[src/hdl/vga_pkg.sv]
package vga_pkg;

  localparam int data_bits = 16;
  localparam int max_addr_bits = 20;

  typedef struct packed {
    logic [3:0] unused;
    logic [3:0] red;
    logic [3:0] green;
    logic [3:0] blue;
  } rgb444_t;

  typedef struct packed {
    logic [14:0] reserved;
    logic        swap;
  } ctrl_word_t;

  // Same write word, read as a pixel or as a control word.
  typedef union packed {
    rgb444_t    pix;
    ctrl_word_t ctrl;
  } pixel_word_u;

  typedef struct packed {
    logic [max_addr_bits-1:0] addr;
    logic [data_bits-1:0]     wdata;
    logic                     we_n;
    logic                     oe_n;
    logic                     ce_n;
  } sram_bus_t;

  // Bit 0 is the byte bit, top bit selects the control register.
  typedef struct packed {
    logic [max_addr_bits+1:0] addr;
    logic [2:0]               prot;
  } axil_aw_t;

  typedef struct packed {
    logic [data_bits-1:0] data;
    logic [1:0]           strb;
  } axil_w_t;

  typedef enum logic [1:0] {
    OKAY   = 2'b00,
    SLVERR = 2'b10
  } axil_resp_e;

  typedef struct packed {
    logic [3:0] red;
    logic [3:0] green;
    logic [3:0] blue;
    logic       hsync;
    logic       vsync;
  } vga_out_t;

  typedef struct packed {
    logic                     valid;
    logic [max_addr_bits-1:0] addr;
    rgb444_t                  pix;
  } pix_write_t;

endpackage

[src/hdl/axil_frame_writer.sv]
`timescale 1ns/1ps

module axil_frame_writer import vga_pkg::*; #(
  parameter int ADDR_BITS = 20,
  parameter int H_ACTIVE = 640,
  parameter int V_ACTIVE = 480
) (
  input  logic       clk,
  input  logic       rst,
  input  logic       awvalid,
  output logic       awready,
  input  axil_aw_t   aw,
  input  logic       wvalid,
  output logic       wready,
  input  axil_w_t    w,
  output logic       bvalid,
  input  logic       bready,
  output axil_resp_e bresp,
  output pix_write_t pix_wr,
  output logic       swap_req
);

  localparam int pix_count = H_ACTIVE * V_ACTIVE;

  logic                     accept;
  logic                     is_ctrl;
  logic                     in_range;
  logic [max_addr_bits-1:0] word_addr;
  pixel_word_u              wdata;

  // Take address and data together, never while a response waits.
  assign accept = awvalid && wvalid && !bvalid;
  assign awready = accept;
  assign wready = accept;

  assign is_ctrl = aw.addr[max_addr_bits+1];
  assign word_addr = aw.addr[max_addr_bits:1];
  assign in_range = (word_addr < max_addr_bits'(pix_count));
  assign wdata = w.data;

  assign pix_wr.valid = accept && !is_ctrl && in_range;
  assign pix_wr.addr = max_addr_bits'(word_addr[ADDR_BITS-1:0]);
  assign pix_wr.pix = wdata.pix;

  always_ff @(posedge clk) begin
    if (rst) begin
      bvalid <= 1'b0;
      swap_req <= 1'b0;
    end else begin
      swap_req <= accept && is_ctrl && wdata.ctrl.swap;
      if (accept) begin
        bvalid <= 1'b1;
      end else if (bready) begin
        bvalid <= 1'b0;
      end
    end
  end

  always_ff @(posedge clk) begin
    if (accept) begin
      bresp <= (is_ctrl || in_range) ? OKAY : SLVERR;
    end
  end

endmodule

[src/hdl/sram_port.sv]
`timescale 1ns/1ps

module sram_port import vga_pkg::*; #(
  parameter int ADDR_BITS = 20
) (
  input  logic                 clk,
  input  logic                 rst,
  input  logic                 scan_en,
  input  logic [ADDR_BITS-1:0] scan_addr,
  input  pix_write_t           wr,
  output sram_bus_t            bus,
  input  logic [data_bits-1:0] rdata,
  output logic [data_bits-1:0] rdata_q
);

  // Address and data.
  always_ff @(posedge clk) begin
    if (wr.valid) begin
      bus.addr <= max_addr_bits'(wr.addr[ADDR_BITS-1:0]);
      bus.wdata <= wr.pix;
    end else begin
      bus.addr <= max_addr_bits'(scan_addr);
      bus.wdata <= '0;
    end
  end

  // Strobes, idle high.
  always_ff @(posedge clk) begin
    if (rst) begin
      bus.we_n <= 1'b1;
      bus.oe_n <= 1'b1;
      bus.ce_n <= 1'b1;
    end else if (wr.valid) begin
      bus.we_n <= 1'b0;
      bus.oe_n <= 1'b1;
      bus.ce_n <= 1'b0;
    end else if (scan_en) begin
      bus.we_n <= 1'b1;
      bus.oe_n <= 1'b0;
      bus.ce_n <= 1'b0;
    end else begin
      bus.we_n <= 1'b1;
      bus.oe_n <= 1'b1;
      bus.ce_n <= 1'b1;
    end
  end

  always_ff @(posedge clk) begin
    rdata_q <= rdata;
  end

endmodule

[src/hdl/vga_sram_double_buf.sv]
`timescale 1ns/1ps

module vga_sram_double_buf import vga_pkg::*; #(
  parameter int ADDR_BITS = 20,
  parameter int H_ACTIVE = 640,
  parameter int V_ACTIVE = 480
) (
  input  logic                 clk,
  input  logic                 rst,
  input  logic                 active,
  input  logic                 hsync_n,
  input  logic                 vsync_n,
  input  logic                 frame_end,
  input  pix_write_t           pix_wr,
  input  logic                 swap_req,
  output logic                 scan0_en,
  output logic [ADDR_BITS-1:0] scan0_addr,
  output logic                 scan1_en,
  output logic [ADDR_BITS-1:0] scan1_addr,
  output pix_write_t           wr0,
  output pix_write_t           wr1,
  input  logic [data_bits-1:0] rdata0_q,
  input  logic [data_bits-1:0] rdata1_q,
  output vga_out_t             video
);

  localparam int pix_count = H_ACTIVE * V_ACTIVE;

  typedef struct packed {
    logic active;
    logic hsync_n;
    logic vsync_n;
    logic sel;
  } scan_stage_t;

  logic [ADDR_BITS-1:0] scan_cnt;
  logic                 front_sel;
  logic                 swap_pending;
  scan_stage_t          stage1;
  scan_stage_t          stage2;
  rgb444_t              pix;

  // Front buffer is read, back buffer is written.
  assign scan0_en = active && !front_sel;
  assign scan1_en = active && front_sel;
  assign scan0_addr = scan_cnt;
  assign scan1_addr = scan_cnt;

  always_comb begin
    wr0 = pix_wr;
    wr1 = pix_wr;
    wr0.valid = pix_wr.valid && front_sel;
    wr1.valid = pix_wr.valid && !front_sel;
  end

  always_ff @(posedge clk) begin
    if (rst) begin
      scan_cnt <= '0;
      front_sel <= 1'b0;
      swap_pending <= 1'b0;
    end else begin
      if (frame_end) begin
        scan_cnt <= '0;
      end else if (active) begin
        scan_cnt <= (scan_cnt == ADDR_BITS'(pix_count - 1)) ? '0 : scan_cnt + 1'b1;
      end
      // Swap only at the frame boundary.
      if (frame_end && swap_pending) begin
        front_sel <= !front_sel;
        swap_pending <= swap_req;
      end else if (swap_req) begin
        swap_pending <= 1'b1;
      end
    end
  end

  // Two stages to match address register and read capture.
  always_ff @(posedge clk) begin
    if (rst) begin
      stage1 <= '{active: 1'b0, hsync_n: 1'b1, vsync_n: 1'b1, sel: 1'b0};
      stage2 <= '{active: 1'b0, hsync_n: 1'b1, vsync_n: 1'b1, sel: 1'b0};
    end else begin
      stage1 <= '{active: active, hsync_n: hsync_n, vsync_n: vsync_n, sel: front_sel};
      stage2 <= stage1;
    end
  end

  assign pix = rgb444_t'(stage2.sel ? rdata1_q : rdata0_q);

  // Black outside the active area.
  assign video.red = stage2.active ? pix.red : 4'h0;
  assign video.green = stage2.active ? pix.green : 4'h0;
  assign video.blue = stage2.active ? pix.blue : 4'h0;
  assign video.hsync = stage2.hsync_n;
  assign video.vsync = stage2.vsync_n;

endmodule

[src/hdl/vga_sram_double_buf_top.sv]
`timescale 1ns/1ps

module vga_sram_double_buf_top import vga_pkg::*; #(
  parameter int ADDR_BITS = 20,
  parameter int H_ACTIVE = 640,
  parameter int H_FP = 16,
  parameter int H_SYNC = 96,
  parameter int H_BP = 48,
  parameter int V_ACTIVE = 480,
  parameter int V_FP = 10,
  parameter int V_SYNC = 2,
  parameter int V_BP = 33
) (
  input  logic                 clk,
  input  logic                 rst,
  input  logic                 awvalid,
  output logic                 awready,
  input  axil_aw_t             aw,
  input  logic                 wvalid,
  output logic                 wready,
  input  axil_w_t              w,
  output logic                 bvalid,
  input  logic                 bready,
  output axil_resp_e           bresp,
  output sram_bus_t            sram0_bus,
  input  logic [data_bits-1:0] sram0_rdata,
  output sram_bus_t            sram1_bus,
  input  logic [data_bits-1:0] sram1_rdata,
  output vga_out_t             video
);

  logic                 active;
  logic                 hsync_n;
  logic                 vsync_n;
  logic                 frame_end;
  logic                 swap_req;
  pix_write_t           pix_wr;
  pix_write_t           wr0;
  pix_write_t           wr1;
  logic                 scan0_en;
  logic                 scan1_en;
  logic [ADDR_BITS-1:0] scan0_addr;
  logic [ADDR_BITS-1:0] scan1_addr;
  logic [data_bits-1:0] rdata0_q;
  logic [data_bits-1:0] rdata1_q;

  vga_timing #(
    .H_ACTIVE(H_ACTIVE), .H_FP(H_FP), .H_SYNC(H_SYNC), .H_BP(H_BP),
    .V_ACTIVE(V_ACTIVE), .V_FP(V_FP), .V_SYNC(V_SYNC), .V_BP(V_BP)
  ) timing_inst (
    .clk      (clk),
    .rst      (rst),
    .active   (active),
    .hsync_n  (hsync_n),
    .vsync_n  (vsync_n),
    .frame_end(frame_end)
  );

  axil_frame_writer #(
    .ADDR_BITS(ADDR_BITS), .H_ACTIVE(H_ACTIVE), .V_ACTIVE(V_ACTIVE)
  ) writer_inst (
    .clk     (clk),
    .rst     (rst),
    .awvalid (awvalid),
    .awready (awready),
    .aw      (aw),
    .wvalid  (wvalid),
    .wready  (wready),
    .w       (w),
    .bvalid  (bvalid),
    .bready  (bready),
    .bresp   (bresp),
    .pix_wr  (pix_wr),
    .swap_req(swap_req)
  );

  vga_sram_double_buf #(
    .ADDR_BITS(ADDR_BITS), .H_ACTIVE(H_ACTIVE), .V_ACTIVE(V_ACTIVE)
  ) core_inst (
    .clk       (clk),
    .rst       (rst),
    .active    (active),
    .hsync_n   (hsync_n),
    .vsync_n   (vsync_n),
    .frame_end (frame_end),
    .pix_wr    (pix_wr),
    .swap_req  (swap_req),
    .scan0_en  (scan0_en),
    .scan0_addr(scan0_addr),
    .scan1_en  (scan1_en),
    .scan1_addr(scan1_addr),
    .wr0       (wr0),
    .wr1       (wr1),
    .rdata0_q  (rdata0_q),
    .rdata1_q  (rdata1_q),
    .video     (video)
  );

  sram_port #(.ADDR_BITS(ADDR_BITS)) sram0_inst (
    .clk      (clk),
    .rst      (rst),
    .scan_en  (scan0_en),
    .scan_addr(scan0_addr),
    .wr       (wr0),
    .bus      (sram0_bus),
    .rdata    (sram0_rdata),
    .rdata_q  (rdata0_q)
  );

  sram_port #(.ADDR_BITS(ADDR_BITS)) sram1_inst (
    .clk      (clk),
    .rst      (rst),
    .scan_en  (scan1_en),
    .scan_addr(scan1_addr),
    .wr       (wr1),
    .bus      (sram1_bus),
    .rdata    (sram1_rdata),
    .rdata_q  (rdata1_q)
  );

endmodule

[src/hdl/vga_timing.sv]
`timescale 1ns/1ps

module vga_timing #(
  parameter int H_ACTIVE = 640,
  parameter int H_FP = 16,
  parameter int H_SYNC = 96,
  parameter int H_BP = 48,
  parameter int V_ACTIVE = 480,
  parameter int V_FP = 10,
  parameter int V_SYNC = 2,
  parameter int V_BP = 33
) (
  input  logic clk,
  input  logic rst,
  output logic active,
  output logic hsync_n,
  output logic vsync_n,
  output logic frame_end
);

  localparam int h_total = H_ACTIVE + H_FP + H_SYNC + H_BP;
  localparam int v_total = V_ACTIVE + V_FP + V_SYNC + V_BP;
  localparam int h_bits = $clog2(h_total);
  localparam int v_bits = $clog2(v_total);
  localparam int hs_start = H_ACTIVE + H_FP;
  localparam int vs_start = V_ACTIVE + V_FP;

  logic [h_bits-1:0] h_cnt;
  logic [v_bits-1:0] v_cnt;
  logic [h_bits-1:0] h_next;
  logic [v_bits-1:0] v_next;
  logic              line_end;

  assign line_end = (h_cnt == h_bits'(h_total - 1));
  assign frame_end = line_end && (v_cnt == v_bits'(v_total - 1));
  assign active = (h_cnt < h_bits'(H_ACTIVE)) && (v_cnt < v_bits'(V_ACTIVE));

  assign h_next = line_end ? '0 : h_cnt + 1'b1;
  assign v_next = frame_end ? '0 : (line_end ? v_cnt + 1'b1 : v_cnt);

  // Syncs come from the next count so they line up with the counters.
  always_ff @(posedge clk) begin
    if (rst) begin
      h_cnt <= '0;
      v_cnt <= '0;
      hsync_n <= 1'b1;
      vsync_n <= 1'b1;
    end else begin
      h_cnt <= h_next;
      v_cnt <= v_next;
      hsync_n <= !((h_next >= h_bits'(hs_start)) && (h_next < h_bits'(hs_start + H_SYNC)));
      vsync_n <= !((v_next >= v_bits'(vs_start)) && (v_next < v_bits'(vs_start + V_SYNC)));
    end
  end

endmodule

[config.mk]
export PLATFORM = sky130hd
export DESIGN_NAME = vga_sram_double_buf_top
export DESIGN_NICKNAME = d
export VERILOG_FILES = /design/src/hdl/vga_pkg.sv /design/src/hdl/axil_frame_writer.sv /design/src/hdl/sram_port.sv /design/src/hdl/vga_sram_double_buf.sv /design/src/hdl/vga_sram_double_buf_top.sv /design/src/hdl/vga_timing.sv
export SDC_FILE = /design/constraint.sdc
export NUM_CORES = 1
export LEC_CHECK = 0
export CAP_MARGIN = 30
export CORE_ASPECT_RATIO = 1.1
export CORE_UTILIZATION = 60
export CTS_CLUSTER_SIZE = 12
export DETAILED_ROUTE_END_ITERATION = 8
export DONT_BUFFER_PORTS = 1
export PLACE_DENSITY_LB_ADDON = 0.1
export SYNTH_ARGS = -nofsm -noshare
export SYNTH_HDL_FRONTEND = slang
export SYNTH_SLANG_ARGS = --single-unit
[constraint.sdc]
create_clock -name clk -period 3.25 [get_ports clk]
set_clock_uncertainty 0.1 [all_clocks]
set_input_delay 0.65 -clock clk [delete_from_list [all_inputs] [get_ports clk]]
set_output_delay 0.65 -clock clk [all_outputs]
set_load 0.05 [all_outputs]
==> results.cfg <==
[pwr]
switching_share = 0.2119
seqPwrFrac = 0.497
intPower_mw = 3.232
power.total_mw = 4.101
max-vdd-ir-drop_mv = 0.2971
clock_power_share = 0.478
p_comb_frac = 0.026
leakage_nw = 2.447
p_sw_uw = 868.8
p_per_area_mw_per_mm2 = 646.4

[setup_path]
reg2reg_to = timing_inst.vsync_n
slowest_stage = or3_1
cp-end-kind = flip-flop
worst-path-buf-inv = 0
critPathTopFamily = simple AND/OR/NAND/NOR gates
cp.required_ns = 3.54
crit_fanout = 9
cp.arrival_ns = 3.06
r2r_setup_slack_ns = 0.48
critPathKind = reg -> reg
startpoint_type = flip-flop
worst_r2r_startpoint = timing_inst.h_cnt[0]
max_stage_delay_ns = 0.63
path_cells = ha_1 > nand4_1 > or3_1 > a211oi_2 > o2111ai_1 > or4_1
reg2reg_depth = 6
crit_cells = 6

[floorplan]
start_util = 0.6242
dieArea_mm2 = 0.009717
dieWidth_um = 94.08
chipHeight_um = 103.3
core_mm2 = 0.008964
row_count = 36
io_pins = 177

[finish]
drive_above_1_share = 0.1805
area_growth_pct = 13.37
n_antenna_cell = 0
final_cells = 657
fin_nets = 616
final_core_util = 0.7077

[clocking]
ctsResizeCount = 0
cts_hold_buffers = 0
cts_setup_buffers = 0
worstSkewPairLatency_ns = 0.52
cts_root_buf = clkbuf_8
numCtsBuffers = 17
path_clk_slew_ns = 0.06
clock_path_buffers = 2
cts_tree = yes
htree_levels = 4
cts_num_sinks = 157

[job]
drv_cap = 0

[worst_hold_path]
min_from = sram0_rdata[6]
holdPathEnd = sram0_inst.rdata_q[6]
hold_depth = 0
hold_class = in -> reg

[yosys]
yosysTopAreaCell = dfxtp_1
syn_nets = 610
async_flop_share = 0
synth_edf_count = 1
synth_cells = 525
ys_types = 55
ys_warn_count = 0
ys_top_cells_by_area = dfxtp_1 (56%), mux2_2 (7.2%), and2_1 (3.6%), nor2_1 (3.0%), xnor2_1 (2.8%)
ys_seq_area_frac = 0.5635
syn_area_mm2 = 0.005595
netlist.area_leader.share = 0.5581
ys_seq_elements = 157
ys_dominant_reg_cell = dfxtp_1
syn_avg_cell_area_um2 = 10.66

[sta]
holdWs_ns = 0.05715
post-route-period-util = 0.8530
fin_crit_ns = 2.772
setup_viol = 0
slew-limit-headroom = 0.5283
rsz0062_at_grt = false
hold_viol_final = 0
fin_setup_tns_ns = 0
tightest_slew_ns = 0.7066
max_freq_mhz = 360.7
report.final.slew_viol_count = 0

[outcome]
status = complete, no violations

[global_route]
grt_pass1_wl_um = 17340
grt_max_degree = 41
grt_pass1_vias = 3433
antenna_found_initial = 0
grt_overflow = 0
grt.total_usage = 0.2381

[drt]
wl_per_cell_um = 17.23
ant_nets = 0
drtPass1Iterations = 4
met1_length_um = 4528
vias_per_cell = 5.607
met2_length_um = 5673
drt_iter0_drc = 151
vias = 3684
met3_length_um = 967
drc = 0
top_layer = met4
routed_wl_um = 11320

[place]
routabilityCongestion = 0.9634
dp.cells = 626
portBuffers = 0
dp_hpwl_um = 7681
-- how the worst max path moves through the flow --
stage	start	end	slack (ns)
2_1_floorplan	aw[17]	sram1_inst.bus[19]	0.65
3_3_place_gp	timing_inst.h_cnt[0]	timing_inst.vsync_n	0.58
3_5_place_dp	timing_inst.h_cnt[0]	timing_inst.vsync_n	0.54
4_1_cts	timing_inst.h_cnt[0]	timing_inst.vsync_n	0.51
5_1_grt	timing_inst.h_cnt[0]	timing_inst.vsync_n	0.32
6_report	timing_inst.h_cnt[0]	timing_inst.vsync_n	0.48
-- cells by family (layout without fill, tap and decap cells) --
family,after synthesis,after routing,synth area share
buf+inv,41,59,0.03533
mux,50,50,0.09749
flops,157,157,0.5635
other cells,1,1,0.0006702
compound gates,38,38,0.04294
xor+xnor,30,30,0.04696
simple gates,203,203,0.2019
fa+ha+maj,5,5,0.01118
-- power groups by stage --
stage | registers [mW] | clock network, mW | logic [mW]
after floorplan | 2.07 | 0 | 0.0876
after global placement | 2.08 | 0 | 0.102
after detailed placement | 2.08 | 0 | 0.105
after CTS | 2.04 | 1.98 | 0.106
after global routing | 2.04 | 2.07 | 0.113
final | 2.04 | 1.96 | 0.105
-- cell usage after synthesis (all sizes together), types with 5 or more instances --
master  number
nor2b       20
nor4         6
a31oi        5
mux2i       14
nand4       14
inv          9
nand3       13
and4         5
and3         7
and2        32
dfxtp      156
or2          7
nor2        44
buf         13
xnor2       18
ha           5
o21ai        9
clkbuf      19
xor2        12
nor3        14
mux2        36
nand2b       5
a21oi       10
nand2       21
-- flip-flops by register name (all words and copies together), names as in the netlist, 2 cells and up --
register	count
sram0_inst.rdata_q	12
core_inst.stage1	4
core_inst.video	2
timing_inst.h_cnt	10
sram1_inst.bus	39
sram1_inst.rdata_q	12
core_inst.scan0_addr	20
core_inst.stage2	2
sram0_inst.bus	39
timing_inst.v_cnt	10
-- routing by layer --
metal | up-vias | GRT usage
li1 | 1794 | -
met1 | 1728 | 0.2665
met2 | 146 | 0.4082
met3 | 16 | 0.09357
met4 | 0 | 0.09467
met5 | - | 0
-- final cells by class --
class	instances	area (um2)
clock buffers	20	455.4
clock inverters	11	140.1
fillers	665	2620
inverters	9	33.78
multi-input cells	327	2251
flip-flops and latches	157	3153
well taps	114	142.6
repair buffers	19	167.7
-- placed cells by master (no fill, tap or decap), drive strengths merged, types with 6 or more instances in the layout --
cell and n:
nand4 14, dfxtp 156, or2 7, nand3 13, mux2 36, buf 19, inv 10, and2 32
clkbuf 20, a21oi 10, o21ai 9, and3 7, xor2 12, nor2b 20, mux2i 14, xnor2 18
nor4 6, nand2 21, nor3 14, nor2 44, clkinv 6
-- worst reg2reg max path: stages (launching register included) --
cell	delay [ns]
dfxtp_1	0.41
ha_1	0.28
nand4_1	0.30
or3_1	0.63
a211oi_2	0.31
o2111ai_1	0.14
or4_1	0.48
-- stage by stage --
step,area [um2],worst slack [ns]
5_1_grt,6344,0.3191
6_report,6344,0.4779
4_1_cts,6344,0.5138
2_1_floorplan,5595,0.6513
3_3_place_gp,5748,0.5779
3_5_place_dp,5748,0.5369
Power figures use the tool's default switching activity.
